[config.mk]
export PLATFORM = sky130hd
export DESIGN_NAME = soc_top
export DESIGN_NICKNAME = d
export VERILOG_FILES = /design/src/soc_bus_pkg.sv /design/src/soc_map_pkg.sv /design/src/clint_timer.sv /design/src/mmio_decode.sv /design/src/ram_bridge.sv /design/src/soc_top.sv
export SDC_FILE = /design/constraint.sdc
export NUM_CORES = 1
export LEC_CHECK = 0
export ABC_CLOCK_PERIOD_IN_PS = 30900
export BUFFER_PORTS_ARGS = -buffer_cell sky130_fd_sc_hd__buf_2
export CELL_PAD_IN_SITES_DETAIL_PLACEMENT = 1
export CELL_PAD_IN_SITES_GLOBAL_PLACEMENT = 1
export CORE_UTILIZATION = 47
export DETAILED_ROUTE_END_ITERATION = 8
export PLACE_DENSITY_LB_ADDON = 0.1
export SETUP_SLACK_MARGIN = 0.15
export SLEW_MARGIN = 0
export SYNTH_ARGS = -nofsm -noshare
export SYNTH_HDL_FRONTEND = slang
export SYNTH_SLANG_ARGS = --single-unit
[constraint.sdc]
create_clock -name clk -period 30.9 [get_ports clk]
set_input_delay 1.545 -clock clk [delete_from_list [all_inputs] [get_ports clk]]
set_output_delay 1.545 -clock clk [all_outputs]
set_load 0.02 [all_outputs]
[src/soc_bus_pkg.sv]
/*
 * memory bus types
 * address, data and byte-enable types shared by the decoder and its targets,
 * plus the byte merge used for masked writes
 */
`default_nettype none

package soc_bus_pkg;

    typedef logic [63:0] addr_t;
    typedef logic [63:0] word_t;
    typedef logic [7:0]  mask_t;

    localparam int BYTES_PER_WORD = 8;
    // low address bits that must be zero for an aligned access
    localparam int ALIGN_BITS = $clog2(BYTES_PER_WORD);

    // take masked bytes from new_w, the rest from old_w
    function automatic word_t merge_bytes(input word_t old_w, input word_t new_w,
                                          input mask_t mask);
        word_t res;
        for (int b = 0; b < BYTES_PER_WORD; b++) begin
            res[8*b +: 8] = mask[b] ? new_w[8*b +: 8] : old_w[8*b +: 8];
        end
        return res;
    endfunction

endpackage

`default_nettype wire

[src/soc_map_pkg.sv]
/*
 * SoC address map
 * RAM window, CLINT window and register addresses, and the decoder target
 */
`default_nettype none

package soc_map_pkg;

    // RAM window, 256 MiB
    localparam logic [63:0] RAM_BASE      = 64'h0000_0000_8000_0000;
    localparam int          RAM_SIZE_LOG2 = 28;

    // CLINT window, 64 KiB
    localparam logic [63:0] CLINT_BASE      = 64'h0000_0000_0200_0000;
    localparam int          CLINT_SIZE_LOG2 = 16;

    localparam logic [63:0] MTIMECMP_ADDR = 64'h0000_0000_0200_4000;
    localparam logic [63:0] MTIME_ADDR    = 64'h0000_0000_0200_BFF8;

    // where a request goes
    typedef enum logic [1:0] {
        tgt_ram,
        tgt_clint,
        tgt_none
    } target_e;

endpackage

`default_nettype wire

[src/clint_timer.sv]
/*
 * CLINT timer
 * mtime with a clock prescaler, mtimecmp, and the machine timer interrupt
 */
`timescale 1ns/1ps
`default_nettype none

module clint_timer
    import soc_bus_pkg::*, soc_map_pkg::*;
#(
    parameter int TICK_DIV = 4
) (
    input  wire   clk,
    input  wire   i_rst_n,
    input  wire   i_req,
    input  addr_t i_addr,
    input  wire   i_we,
    input  word_t i_wdata,
    input  mask_t i_wmask,
    output logic  o_done,
    output word_t o_rdata,
    output logic  o_err,
    output logic  o_timer_irq
);

    localparam int PRESC_W = (TICK_DIV > 1) ? $clog2(TICK_DIV) : 1;

    logic [PRESC_W-1:0] presc_q;
    logic               tick;
    word_t              mtime_q;
    word_t              mtimecmp_q;
    logic               hit_mtime;
    logic               hit_cmp;
    logic               mtime_wr;
    logic               cmp_wr;

    assign tick      = (presc_q == PRESC_W'(TICK_DIV - 1));
    assign hit_mtime = (i_addr == MTIME_ADDR);
    assign hit_cmp   = (i_addr == MTIMECMP_ADDR);
    assign mtime_wr  = i_req && i_we && hit_mtime;
    assign cmp_wr    = i_req && i_we && hit_cmp;

    always_ff @(posedge clk) begin
        if (!i_rst_n) begin
            presc_q     <= '0;
            mtime_q     <= '0;
            mtimecmp_q  <= '1;
            o_done      <= 1'b0;
            o_err       <= 1'b0;
            o_timer_irq <= 1'b0;
        end else begin
            presc_q <= tick ? '0 : presc_q + 1'b1;
            // a software write wins over the tick
            if (mtime_wr) begin
                mtime_q <= merge_bytes(mtime_q, i_wdata, i_wmask);
            end else if (tick) begin
                mtime_q <= mtime_q + 1'b1;
            end
            if (cmp_wr) begin
                mtimecmp_q <= merge_bytes(mtimecmp_q, i_wdata, i_wmask);
            end
            o_done      <= i_req;
            o_err       <= i_req && !(hit_mtime || hit_cmp);
            o_timer_irq <= (mtime_q >= mtimecmp_q);
        end
    end

    always_ff @(posedge clk) begin
        if (i_req) begin
            if (hit_mtime) begin
                o_rdata <= mtime_q;
            end else if (hit_cmp) begin
                o_rdata <= mtimecmp_q;
            end else begin
                o_rdata <= '0;
            end
        end
    end

    a_mtime_monotonic: assert property (
        @(posedge clk) disable iff (!i_rst_n)
        !$past(mtime_wr) |-> (mtime_q >= $past(mtime_q))
    ) else $error("mtime went backwards without a write");

endmodule

`default_nettype wire

[src/mmio_decode.sv]
/*
 * MMIO address decoder
 * latches one request, routes it to RAM or CLINT by address,
 * answers unmapped or misaligned accesses with an error
 */
`timescale 1ns/1ps
`default_nettype none

module mmio_decode
    import soc_bus_pkg::*, soc_map_pkg::*;
(
    input  wire   clk,
    input  wire   i_rst_n,
    // requester side
    input  wire   i_req_valid,
    input  wire   i_req_we,
    input  addr_t i_req_addr,
    input  word_t i_req_wdata,
    input  mask_t i_req_wmask,
    // target strobes and shared access fields
    output logic  o_ram_req,
    output logic  o_clint_req,
    output addr_t o_acc_addr,
    output logic  o_acc_we,
    output word_t o_acc_wdata,
    output mask_t o_acc_wmask,
    // target answers
    input  wire   i_ram_done,
    input  word_t i_ram_rdata,
    input  wire   i_clint_done,
    input  word_t i_clint_rdata,
    input  wire   i_clint_err,
    // response to requester
    output logic  o_resp_valid,
    output word_t o_resp_rdata,
    output logic  o_resp_err
);

    target_e req_tgt;
    target_e tgt_q;
    logic    pend_q;
    logic    busy_q;
    addr_t   addr_q;
    logic    we_q;
    word_t   wdata_q;
    mask_t   wmask_q;

    // alignment first, then the two windows
    always_comb begin
        if (i_req_addr[ALIGN_BITS-1:0] != '0) begin
            req_tgt = tgt_none;
        end else if (i_req_addr[63:RAM_SIZE_LOG2] == RAM_BASE[63:RAM_SIZE_LOG2]) begin
            req_tgt = tgt_ram;
        end else if (i_req_addr[63:CLINT_SIZE_LOG2] == CLINT_BASE[63:CLINT_SIZE_LOG2]) begin
            req_tgt = tgt_clint;
        end else begin
            req_tgt = tgt_none;
        end
    end

    always_ff @(posedge clk) begin
        if (!i_rst_n) begin
            tgt_q  <= tgt_none;
            pend_q <= 1'b0;
            busy_q <= 1'b0;
        end else begin
            pend_q <= i_req_valid;
            if (i_req_valid) begin
                tgt_q  <= req_tgt;
                busy_q <= 1'b1;
            end else if (o_resp_valid) begin
                busy_q <= 1'b0;
            end
        end
    end

    always_ff @(posedge clk) begin
        if (i_req_valid) begin
            addr_q  <= i_req_addr;
            we_q    <= i_req_we;
            wdata_q <= i_req_wdata;
            wmask_q <= i_req_wmask;
        end
    end

    assign o_ram_req   = pend_q && (tgt_q == tgt_ram);
    assign o_clint_req = pend_q && (tgt_q == tgt_clint);
    assign o_acc_addr  = addr_q;
    assign o_acc_we    = we_q;
    assign o_acc_wdata = wdata_q;
    assign o_acc_wmask = wmask_q;

    // only the outstanding target may answer
    always_comb begin
        case (tgt_q)
            tgt_ram: begin
                o_resp_valid = i_ram_done;
                o_resp_rdata = i_ram_rdata;
                o_resp_err   = 1'b0;
            end
            tgt_clint: begin
                o_resp_valid = i_clint_done;
                o_resp_rdata = i_clint_rdata;
                o_resp_err   = i_clint_err;
            end
            default: begin
                o_resp_valid = pend_q;
                o_resp_rdata = '0;
                o_resp_err   = 1'b1;
            end
        endcase
    end

    // one request in flight, a new one may come with the response
    a_single_outstanding: assert property (
        @(posedge clk) disable iff (!i_rst_n)
        (busy_q && !o_resp_valid) |-> !i_req_valid
    ) else $error("request issued while another is outstanding");

endmodule

`default_nettype wire

[src/ram_bridge.sv]
/*
 * RAM bridge
 * turns masked 64-bit accesses into whole-word RAM reads and writes,
 * partial writes go through read-modify-write
 */
`timescale 1ns/1ps
`default_nettype none

module ram_bridge
    import soc_bus_pkg::*;
(
    input  wire   clk,
    input  wire   i_rst_n,
    // access from the decoder
    input  wire   i_req,
    input  addr_t i_addr,
    input  wire   i_we,
    input  word_t i_wdata,
    input  mask_t i_wmask,
    output logic  o_done,
    output word_t o_rdata,
    // external RAM port
    output logic  o_ram_rd_en,
    output addr_t o_ram_addr,
    input  word_t i_ram_rdata,
    output logic  o_ram_wr_en,
    output addr_t o_ram_wr_addr,
    output word_t o_ram_wr_data
);

    typedef enum logic [1:0] {
        st_idle,
        st_read,
        st_merge,
        st_write
    } state_e;

    state_e state_q;
    state_e state_d;
    addr_t  addr_q;
    logic   we_q;
    word_t  wdata_q;
    mask_t  mask_q;
    word_t  merged;

    always_comb begin
        state_d = state_q;
        case (state_q)
            st_idle: begin
                if (i_req) begin
                    // full-mask writes skip the read
                    if (i_we && (&i_wmask)) begin
                        state_d = st_write;
                    end else begin
                        state_d = st_read;
                    end
                end
            end
            st_read: begin
                state_d = st_merge;
            end
            st_merge: begin
                state_d = st_idle;
            end
            st_write: begin
                state_d = st_idle;
            end
            default: begin
                state_d = st_idle;
            end
        endcase
    end

    always_ff @(posedge clk) begin
        if (!i_rst_n) begin
            state_q <= st_idle;
            we_q    <= 1'b0;
        end else begin
            state_q <= state_d;
            if (i_req && (state_q == st_idle)) begin
                we_q <= i_we;
            end
        end
    end

    // a read is kept as a merge with an empty mask
    always_ff @(posedge clk) begin
        if (i_req && (state_q == st_idle)) begin
            addr_q  <= i_addr;
            wdata_q <= i_wdata;
            mask_q  <= i_we ? i_wmask : '0;
        end
    end

    // old word arrives in the merge state
    assign merged = merge_bytes(i_ram_rdata, wdata_q, mask_q);

    assign o_ram_rd_en   = (state_q == st_read);
    assign o_ram_addr    = addr_q;
    assign o_ram_wr_en   = (state_q == st_write) || ((state_q == st_merge) && we_q);
    assign o_ram_wr_addr = addr_q;
    assign o_ram_wr_data = (state_q == st_write) ? wdata_q : merged;

    assign o_done  = (state_q == st_write) || (state_q == st_merge);
    assign o_rdata = merged;

    a_rd_wr_exclusive: assert property (
        @(posedge clk) disable iff (!i_rst_n)
        !(o_ram_rd_en && o_ram_wr_en)
    ) else $error("RAM read and write enabled together");

endmodule

`default_nettype wire

[src/soc_top.sv]
/*
 * SoC memory back end
 * single requester port decoded to the RAM bridge and the CLINT timer
 */
`timescale 1ns/1ps
`default_nettype none

module soc_top
    import soc_bus_pkg::*;
#(
    parameter int TICK_DIV = 4
) (
    input  wire   clk,
    input  wire   i_rst_n,
    // requester port
    input  wire   i_req_valid,
    input  wire   i_req_we,
    input  addr_t i_req_addr,
    input  word_t i_req_wdata,
    input  mask_t i_req_wmask,
    output logic  o_resp_valid,
    output word_t o_resp_rdata,
    output logic  o_resp_err,
    output logic  o_timer_irq,
    // external RAM port
    output logic  o_ram_rd_en,
    output addr_t o_ram_addr,
    input  word_t i_ram_rdata,
    output logic  o_ram_wr_en,
    output addr_t o_ram_wr_addr,
    output word_t o_ram_wr_data
);

    logic  ram_req;
    logic  clint_req;
    addr_t acc_addr;
    logic  acc_we;
    word_t acc_wdata;
    mask_t acc_wmask;
    logic  ram_done;
    word_t ram_rdata;
    logic  clint_done;
    word_t clint_rdata;
    logic  clint_err;

    mmio_decode u_mmio_decode (
        .clk           (clk),
        .i_rst_n       (i_rst_n),
        .i_req_valid   (i_req_valid),
        .i_req_we      (i_req_we),
        .i_req_addr    (i_req_addr),
        .i_req_wdata   (i_req_wdata),
        .i_req_wmask   (i_req_wmask),
        .o_ram_req     (ram_req),
        .o_clint_req   (clint_req),
        .o_acc_addr    (acc_addr),
        .o_acc_we      (acc_we),
        .o_acc_wdata   (acc_wdata),
        .o_acc_wmask   (acc_wmask),
        .i_ram_done    (ram_done),
        .i_ram_rdata   (ram_rdata),
        .i_clint_done  (clint_done),
        .i_clint_rdata (clint_rdata),
        .i_clint_err   (clint_err),
        .o_resp_valid  (o_resp_valid),
        .o_resp_rdata  (o_resp_rdata),
        .o_resp_err    (o_resp_err)
    );

    ram_bridge u_ram_bridge (
        .clk           (clk),
        .i_rst_n       (i_rst_n),
        .i_req         (ram_req),
        .i_addr        (acc_addr),
        .i_we          (acc_we),
        .i_wdata       (acc_wdata),
        .i_wmask       (acc_wmask),
        .o_done        (ram_done),
        .o_rdata       (ram_rdata),
        .o_ram_rd_en   (o_ram_rd_en),
        .o_ram_addr    (o_ram_addr),
        .i_ram_rdata   (i_ram_rdata),
        .o_ram_wr_en   (o_ram_wr_en),
        .o_ram_wr_addr (o_ram_wr_addr),
        .o_ram_wr_data (o_ram_wr_data)
    );

    clint_timer #(
        .TICK_DIV (TICK_DIV)
    ) u_clint_timer (
        .clk         (clk),
        .i_rst_n     (i_rst_n),
        .i_req       (clint_req),
        .i_addr      (acc_addr),
        .i_we        (acc_we),
        .i_wdata     (acc_wdata),
        .i_wmask     (acc_wmask),
        .o_done      (clint_done),
        .o_rdata     (clint_rdata),
        .o_err       (clint_err),
        .o_timer_irq (o_timer_irq)
    );

endmodule

`default_nettype wire

==> results.toml, run 1 <==
[finish]
utilization = 0.561
area.growth.synth_to_final_pct = 17.8
final_net_count = 2515
layout.cells.non_filler = 2898
nFillCells = 4950
drive_gt1_frac = 0.291

[sta]
tns_ns = 0
setup-violations-final = 0
skew_ns = 0.0203
finalHoldViolCount = 0
fmax_mhz = 217
worst_margin_slew_ns = 1.22
slew_viol_final = 0
share_of_the_cycle_needed_by_the_critical_path_after_routing = 0.149
rsz0062_at_grt = "no"
max_slew_margin = 0.180
period_needed_ns = 4.61

[clock_network]
postCtsSetupRepairBufs = 0
cts.root.buffer_cell = "sky130_fd_sc_hd__clkbuf_16"
worstSkewPairLatency_ns = 0.59
cts_resized = 0
cts_hold_buffers = 0
clock_path_buffers = 3
cts_num_sinks = 476
cts_made_buffers = 50
ctsHtreeMaxLevel = 2
cts.reportedPaths.clkPinSlew_ns = 0.06
cts_tree = "yes"

[pwr]
power.density_nw_per_um2 = 51.0
power.ir.vdd_worst_mv = 0.0535
pwr-share-comb = 0.032
total_switching_power_uw = 293
p_int_uw = 1040
power_switching_share = 0.221
pwr-share-clk = 0.428
power_frac_seq = 0.539
leakage_uw = 0.0111

[critical_path]
reg2regPathDepth = 8
worstPathRequired_ns = 29.36
worstReg2RegStart = "u_mmio_decode.o_acc_addr[60]$_DFFE_PP_"
critical_path_endpoint_category = "output pin"
crit_chain = "buf_4 > mux2i_1 > o21ai_0 > buf_2"
worst_ep_arrival_time_ns = 3.07
cp_slowest_stage_delay_ns = 0.79
slack_of_the_worst_reg_to_reg_path_ns = 26.59
criticalPathCategory = "reg2out"
r2r-end = "u_clint_timer.mtimecmp_q[57]$_SDFFE_PN1P_"
crit_fanout = 68
startpoint_type = "register"
crit_path_top_delay_cell = "sky130_fd_sc_hd__dfxtp_4"

[synth]
synthDominantAreaCellType = "sky130_fd_sc_hd__edfxtp_1"
synth.net_count = 2136
synth_xor_xnor_area_share = 0.000396
synth_cell_type_count = 69
synth-async-reset-ratio = 0
synth-compound-area-share = 0.106
syn_avg_cell_area_um2 = 11.9
netlist_area_um2 = 22100
synth-simple-area-share = 0.130
largest_family_of_logic_cells_by_synthesized_area = "simple AND/OR/NAND/NOR gates"
synth_warnings = 0
synth_ff_type = "sky130_fd_sc_hd__edfxtp_1"
yosysTopAreaCellShare = 0.458
synth-edff-count = 337
ys_seq_area_frac = 0.583
synthTopCellsByArea = "sky130_fd_sc_hd__edfxtp_1, sky130_fd_sc_hd__dfxtp_1, sky130_fd_sc_hd__mux2i_1"
yosys.area_share.adder = 0.0373
multiplexer_share_of_the_synthesized_area = 0.0929
syn-instance-count = 1866
ys_ff_latch = 476

[flow_run]
drv.max_cap_violation_count = 0

[floorplanning]
io_pins = 465
die_h_um = 219
die_w_um = 219
standard_cell_rows = 79
initial_core_util = 0.476
core_area_um2 = 46500
dieArea_um2 = 47900

[route]
detailedRoute.firstIterationViolations = 1042
num_vias = 16700
wirelength_um = 67600
vias_per_cell = 5.76
detail-route-antenna-nets = 0
first_pass_detailed_route_iteration_total = 5
wire_per_inst_um = 23.3
post-route-drc-count = 0

[global_routing]
grt_pass1_vias = 17200
grt_start_max_net_pins = 73
grt_antenna_before_repair = 6
global_route.overflow_total = 0
global_route.usage.total = 0.279
grt_first_pass_wirelength_um = 102000

[hold_path]
hold-path-endpoint = "u_clint_timer.presc_q[0]$_SDFF_PP0_"
min-delay-start = "u_clint_timer.presc_q[0]$_SDFF_PP0_"
hold_class = "reg2reg"
holdPathStages = 1

[place]
placed_cells = 2800
place.gp.congestion = 0.866
place_hpwl_um = 48300
port_buffers = 464

[run_status]
outcome = "completed"
[flip-flops by register name, indices dropped and copies added (netlist names), 2 cells and up]
signal and flops:
u_clint_timer.mtime_q 64, u_clint_timer.mtimecmp_q 64, u_clint_timer.o_rdata 64, u_clint_timer.presc_q 2, u_mmio_decode.o_acc_addr 64, u_mmio_decode.o_acc_wdata 64, u_mmio_decode.o_acc_wmask 8, u_mmio_decode.tgt_q 2
u_ram_bridge.mask_q 8, u_ram_bridge.o_ram_addr 64, u_ram_bridge.state_q 2, u_ram_bridge.wdata_q 64
[final cells by class]
cell class              instances  area [µm²]  area share
diodes                          6        15.0    0.000577
clock buffers                  73        1420      0.0545
clock inverters                19         103     0.00394
inverters                      70         263      0.0101
multi-input cells            1168        8140       0.312
flip-flops and latches        476       12900       0.496
well taps                     607         759      0.0292
repair buffers                479        2440      0.0937
[cells in the final DEF, fill, tap and decap left out, types with 6 or more instances in the layout]
master	netlist	routed
sky130_fd_sc_hd__o21ai_0	42	42
sky130_fd_sc_hd__or3_1	11	11
sky130_fd_sc_hd__nand4_1	31	31
sky130_fd_sc_hd__dfxtp_1	139	137
sky130_fd_sc_hd__mux2_2	65	65
sky130_fd_sc_hd__buf_2	11	463
sky130_fd_sc_hd__nand3_2	8	8
sky130_fd_sc_hd__and2_1	23	23
sky130_fd_sc_hd__clkbuf_8	0	6
sky130_fd_sc_hd__a22o_1	64	64
sky130_fd_sc_hd__ha_1	66	66
sky130_fd_sc_hd__a211oi_1	16	16
sky130_fd_sc_hd__nor4_1	24	23
sky130_fd_sc_hd__a21oi_1	112	112
sky130_fd_sc_hd__diode_2	0	6
sky130_fd_sc_hd__clkbuf_1	69	16
sky130_fd_sc_hd__buf_4	66	15
sky130_fd_sc_hd__nor3_2	8	9
sky130_fd_sc_hd__nor2_1	170	169
sky130_fd_sc_hd__clkinv_2	0	9
sky130_fd_sc_hd__nand3_1	40	40
sky130_fd_sc_hd__nor3_1	34	33
sky130_fd_sc_hd__clkbuf_16	0	51
sky130_fd_sc_hd__mux2i_1	131	131
sky130_fd_sc_hd__a31oi_1	25	24
sky130_fd_sc_hd__inv_1	70	70
sky130_fd_sc_hd__nor4_2	6	7
sky130_fd_sc_hd__edfxtp_1	337	337
sky130_fd_sc_hd__o211ai_1	15	15
sky130_fd_sc_hd__a311oi_1	12	12
sky130_fd_sc_hd__and4_1	19	19
sky130_fd_sc_hd__and3_1	25	25
sky130_fd_sc_hd__nand2_1	131	131
sky130_fd_sc_hd__a21o_1	13	13
[routing by layer]
metal,GRT usage,vias to the layer above,part of all wire
met3,0.0345,102,0.041
li1,-,7725,-
met4,0.0949,0,0.026
met1,0.366,8453,0.43
met5,0,-,0
met2,0.477,414,0.50
[logic make-up after synthesis]
| group | Yosys count |
|---|---|
| DFF | 476 |
| buffers and inverters | 222 |
| muxes | 197 |
| xor gates and xnor gates | 1 |
| and+or+nand+nor | 562 |
| adders and majority gates | 66 |
| AOI/OAI and AO/OA | 342 |
[Yosys cell counts (all sizes together) (3+ instances only)]
library cell  count
a31oi            25
o31ai             3
a21oi           112
a211oi           16
nor3b             3
o211ai           15
or4               3
o21a              3
and3             25
buf              83
clkbuf           69
nor2            171
or2               4
o221ai            4
a221oi            4
and2             28
o21ai            42
dfxtp           139
nand3            48
nor4             30
a311oi           16
a22o             64
mux2             66
ha               66
inv              70
edfxtp          337
a21o             13
nor3             43
nand4            31
nand2           131
or3              11
and4             24
mux2i           131
a41oi             4
[power groups by stage]
stage | combinational [µW] | sequential (µW) | clock (µW)
floorplan | 17.0 | 720 | 0
global placement | 41.4 | 730 | 0
detailed placement | 42.8 | 731 | 0
CTS | 43.3 | 717 | 580
global route | 46.6 | 719 | 602
finish | 43.0 | 717 | 569
[through the flow]
stage / hold WS (ns) / worst slack, ns / instance area (µm²) / total power, µW
after floorplan: 0.408 / 19.83 / 22100 / 737
after global placement: 0.419 / 26.81 / 24500 / 771
after detailed placement: 0.432 / 26.60 / 24500 / 773
after CTS: 0.440 / 26.35 / 26000 / 1340
after global routing: 0.458 / 26.21 / 26000 / 1370
final: 0.445 / 26.29 / 26000 / 1330
[critical path, delay by kind of cell, from the launching register on]
kind / cells / cell delay [ns]
buffers and inverters: 2 / 0.96
AO/OA/AOI/OAI: 1 / 0.49
flip-flops: 1 / 0.79
multiplexers: 1 / 0.15
[worst max-delay path by stage]
stage / startpoint / end / slack, ns
floorplan: u_mmio_decode.tgt_q[0]$_SDFFE_PN0P_ / u_ram_bridge.we_q$_SDFFE_PN0P_ / 19.83
global placement: u_mmio_decode.tgt_q[0]$_SDFFE_PN0P_ / u_clint_timer.mtime_q[3]$_SDFFE_PN0P_ / 26.81
detailed placement: u_mmio_decode.o_acc_addr[60]$_DFFE_PP_ / u_clint_timer.mtimecmp_q[57]$_SDFFE_PN1P_ / 26.60
CTS: u_mmio_decode.tgt_q[0]$_SDFFE_PN0P_ / o_resp_valid / 26.35
global route: u_mmio_decode.tgt_q[0]$_SDFFE_PN0P_ / o_resp_valid / 26.21
finish: u_mmio_decode.tgt_q[0]$_SDFFE_PN0P_ / o_resp_valid / 26.29
(Power assumes the default switching activity.)
==> run 2, diff against run 1 <==
- ABC_CLOCK_PERIOD_IN_PS: 30900 -> 3750
- CORE_UTILIZATION: 47 -> 39
- clock period: 30.9 -> 3.75 ns (I/O delays scaled with it)
==> results.toml, run 2 (synthesis results as in run 1) <==
[run_status]
outcome = "completed"

[hold_path]
holdPathStages = 2
hold_class = "in2reg"
min-delay-start = "i_rst_n"
hold-path-endpoint = "u_clint_timer.mtimecmp_q[20]$_SDFFE_PN1P_"

[sta]
period_needed_ns = 3.44
skew_ns = 0.0265
share_of_the_cycle_needed_by_the_critical_path_after_routing = 0.917
rsz0062_at_grt = "no"
slew_viol_final = 0
fmax_mhz = 291
holdWs_ns = 0.0379
finalHoldViolCount = 0
setup-violations-final = 0
tns_ns = 0
worst_margin_slew_ns = 1.22
max_slew_margin = 0.185

[clock_network]
cts_num_sinks = 476
ctsHtreeMaxLevel = 2
cts_made_buffers = 53
worstSkewPairLatency_ns = 0.62
clock_path_buffers = 3
postCtsSetupRepairBufs = 0
cts_tree = "yes"
cts_hold_buffers = 137
cts_resized = 0
cts.root.buffer_cell = "sky130_fd_sc_hd__clkbuf_16"
cts.reportedPaths.clkPinSlew_ns = 0.06

[route]
first_pass_detailed_route_iteration_total = 7
num_vias = 17200
detail-route-antenna-nets = 0
vias_per_cell = 5.37
detailedRoute.firstIterationViolations = 910
wirelength_um = 71500
post-route-drc-count = 0
wire_per_inst_um = 22.3

[floorplanning]
initial_core_util = 0.398
standard_cell_rows = 86
dieArea_um2 = 57700
die_w_um = 240
die_h_um = 240
core_area_um2 = 55500
io_pins = 465

[finish]
area.growth.synth_to_final_pct = 26.9
final_net_count = 2673
final_common_cell = "sky130_fd_sc_hd__buf_2"
drive_gt1_frac = 0.284
nFillCells = 6009
top_library_cells_by_usage_in_the_layout_fill_and_taps_aside = "sky130_fd_sc_hd__buf_2, sky130_fd_sc_hd__edfxtp_1, sky130_fd_sc_hd__nor2_1"
utilization = 0.506

[critical_path]
slack_of_the_worst_reg_to_reg_path_ns = 0.31
crit_fanout = 26
crit_buf_inv = 1
worstReg2RegStart = "u_mmio_decode.o_acc_addr[50]$_DFFE_PP_"
crit_chain = "nor4_2 > nand4_1 > or4_1 > nor3_4 > buf_4 > and2_1 > a311oi_1 > a211oi_1"
criticalPathCategory = "reg2reg"
crit_path_top_delay_cell = "sky130_fd_sc_hd__or4_1"
r2r-end = "u_clint_timer.mtime_q[33]$_SDFFE_PN0P_"
path_depth = 8
startpoint_type = "register"
worstPathRequired_ns = 4.26
reg2regPathDepth = 8
cp_slowest_stage_delay_ns = 0.88
cp_top_family = "simple AND/OR/NAND/NOR gates"
worst_ep_arrival_time_ns = 3.95
critical_path_endpoint_category = "register"

[place]
place_hpwl_um = 50200
place.gp.congestion = 0.843
port_buffers = 464

[global_routing]
grt_start_max_net_pins = 93
grt_pass1_vias = 17900
grt_antenna_before_repair = 5
global_route.overflow_total = 0
global_route.usage.total = 0.245
grt_first_pass_wirelength_um = 107000

[pwr]
power.density_nw_per_um2 = 422
power.ir.vdd_worst_mv = 0.339
leakage_uw = 0.0119

[flow_run]
drv.max_cap_violation_count = 0
## run 2: cell types whose count changed in the layout (fill, tap and decap cells not counted), sizes merged
cell	change
dlygate4sd3	+137
buf	+18
bufinv	+7
clkinv	+3
clkinvlp	-2
clkbuf	-1
diode	-1
## run 2: area by class of cell
type                            instances  area (µm²)  area share
Antenna cell                            5        12.5    0.000446
Clock inverter                         27         338      0.0120
Timing Repair Buffer                  634        4000       0.143
Multi-Input combinational cell       1168        8150       0.290
Inverter                               70         263     0.00936
Tap cell                              748         936      0.0333
Clock buffer                           72        1470      0.0523
Sequential cell                       476       12900       0.460
## run 2: worst reg2reg max path: stages (launching register included)
cell and delay [ns]:
sky130_fd_sc_hd__edfxtp_1 0.41, sky130_fd_sc_hd__nor4_2 0.41, sky130_fd_sc_hd__nand4_1 0.26, sky130_fd_sc_hd__or4_1 0.88
sky130_fd_sc_hd__nor3_4 0.31, sky130_fd_sc_hd__buf_4 0.33, sky130_fd_sc_hd__and2_1 0.41, sky130_fd_sc_hd__a311oi_1 0.11
sky130_fd_sc_hd__a211oi_1 0.24
## run 2: report_power, final
group / leakage (µW) / switching (µW) / internal, µW
Combinational: 0.00692 / 240 / 244
Sequential: 0.00413 / 135 / 5770
Clock: 0.000888 / 2210 / 3230
Total: 0.0119 / 2590 / 9250
## run 2: routing by layer
layer  wire length (µm)  GRT usage
met1              31100      0.316
met2              35800      0.426
met3               2830     0.0361
met4               1750     0.0718
met5                  0          0
## run 2: worst max-delay path by stage
stage	slack (ns)	to	from
2_1_floorplan	-0.87	u_ram_bridge.we_q$_SDFFE_PN0P_	u_mmio_decode.tgt_q[1]$_SDFFE_PN1P_
3_3_place_gp	0.45	u_clint_timer.mtime_q[5]$_SDFFE_PN0P_	u_mmio_decode.o_acc_addr[50]$_DFFE_PP_
3_5_place_dp	0.34	u_clint_timer.mtime_q[33]$_SDFFE_PN0P_	u_mmio_decode.o_acc_addr[50]$_DFFE_PP_
4_1_cts	0.32	u_clint_timer.mtime_q[33]$_SDFFE_PN0P_	u_mmio_decode.o_acc_addr[50]$_DFFE_PP_
5_1_grt	0.15	u_clint_timer.mtime_q[33]$_SDFFE_PN0P_	u_mmio_decode.o_acc_addr[50]$_DFFE_PP_
6_report	0.31	u_clint_timer.mtime_q[33]$_SDFFE_PN0P_	u_mmio_decode.o_acc_addr[50]$_DFFE_PP_
## run 2: per-stage QoR
step	power (µW)	instances	setup WS [ns]	instance area, µm²
finish	11800	3200	0.312	28100
global route	12200	3200	0.153	28100
CTS	11900	3195	0.320	28100
detailed placement	6380	2959	0.339	24900
global placement	6370	2959	0.449	24900
floorplan	6080	1866	-0.867	22100
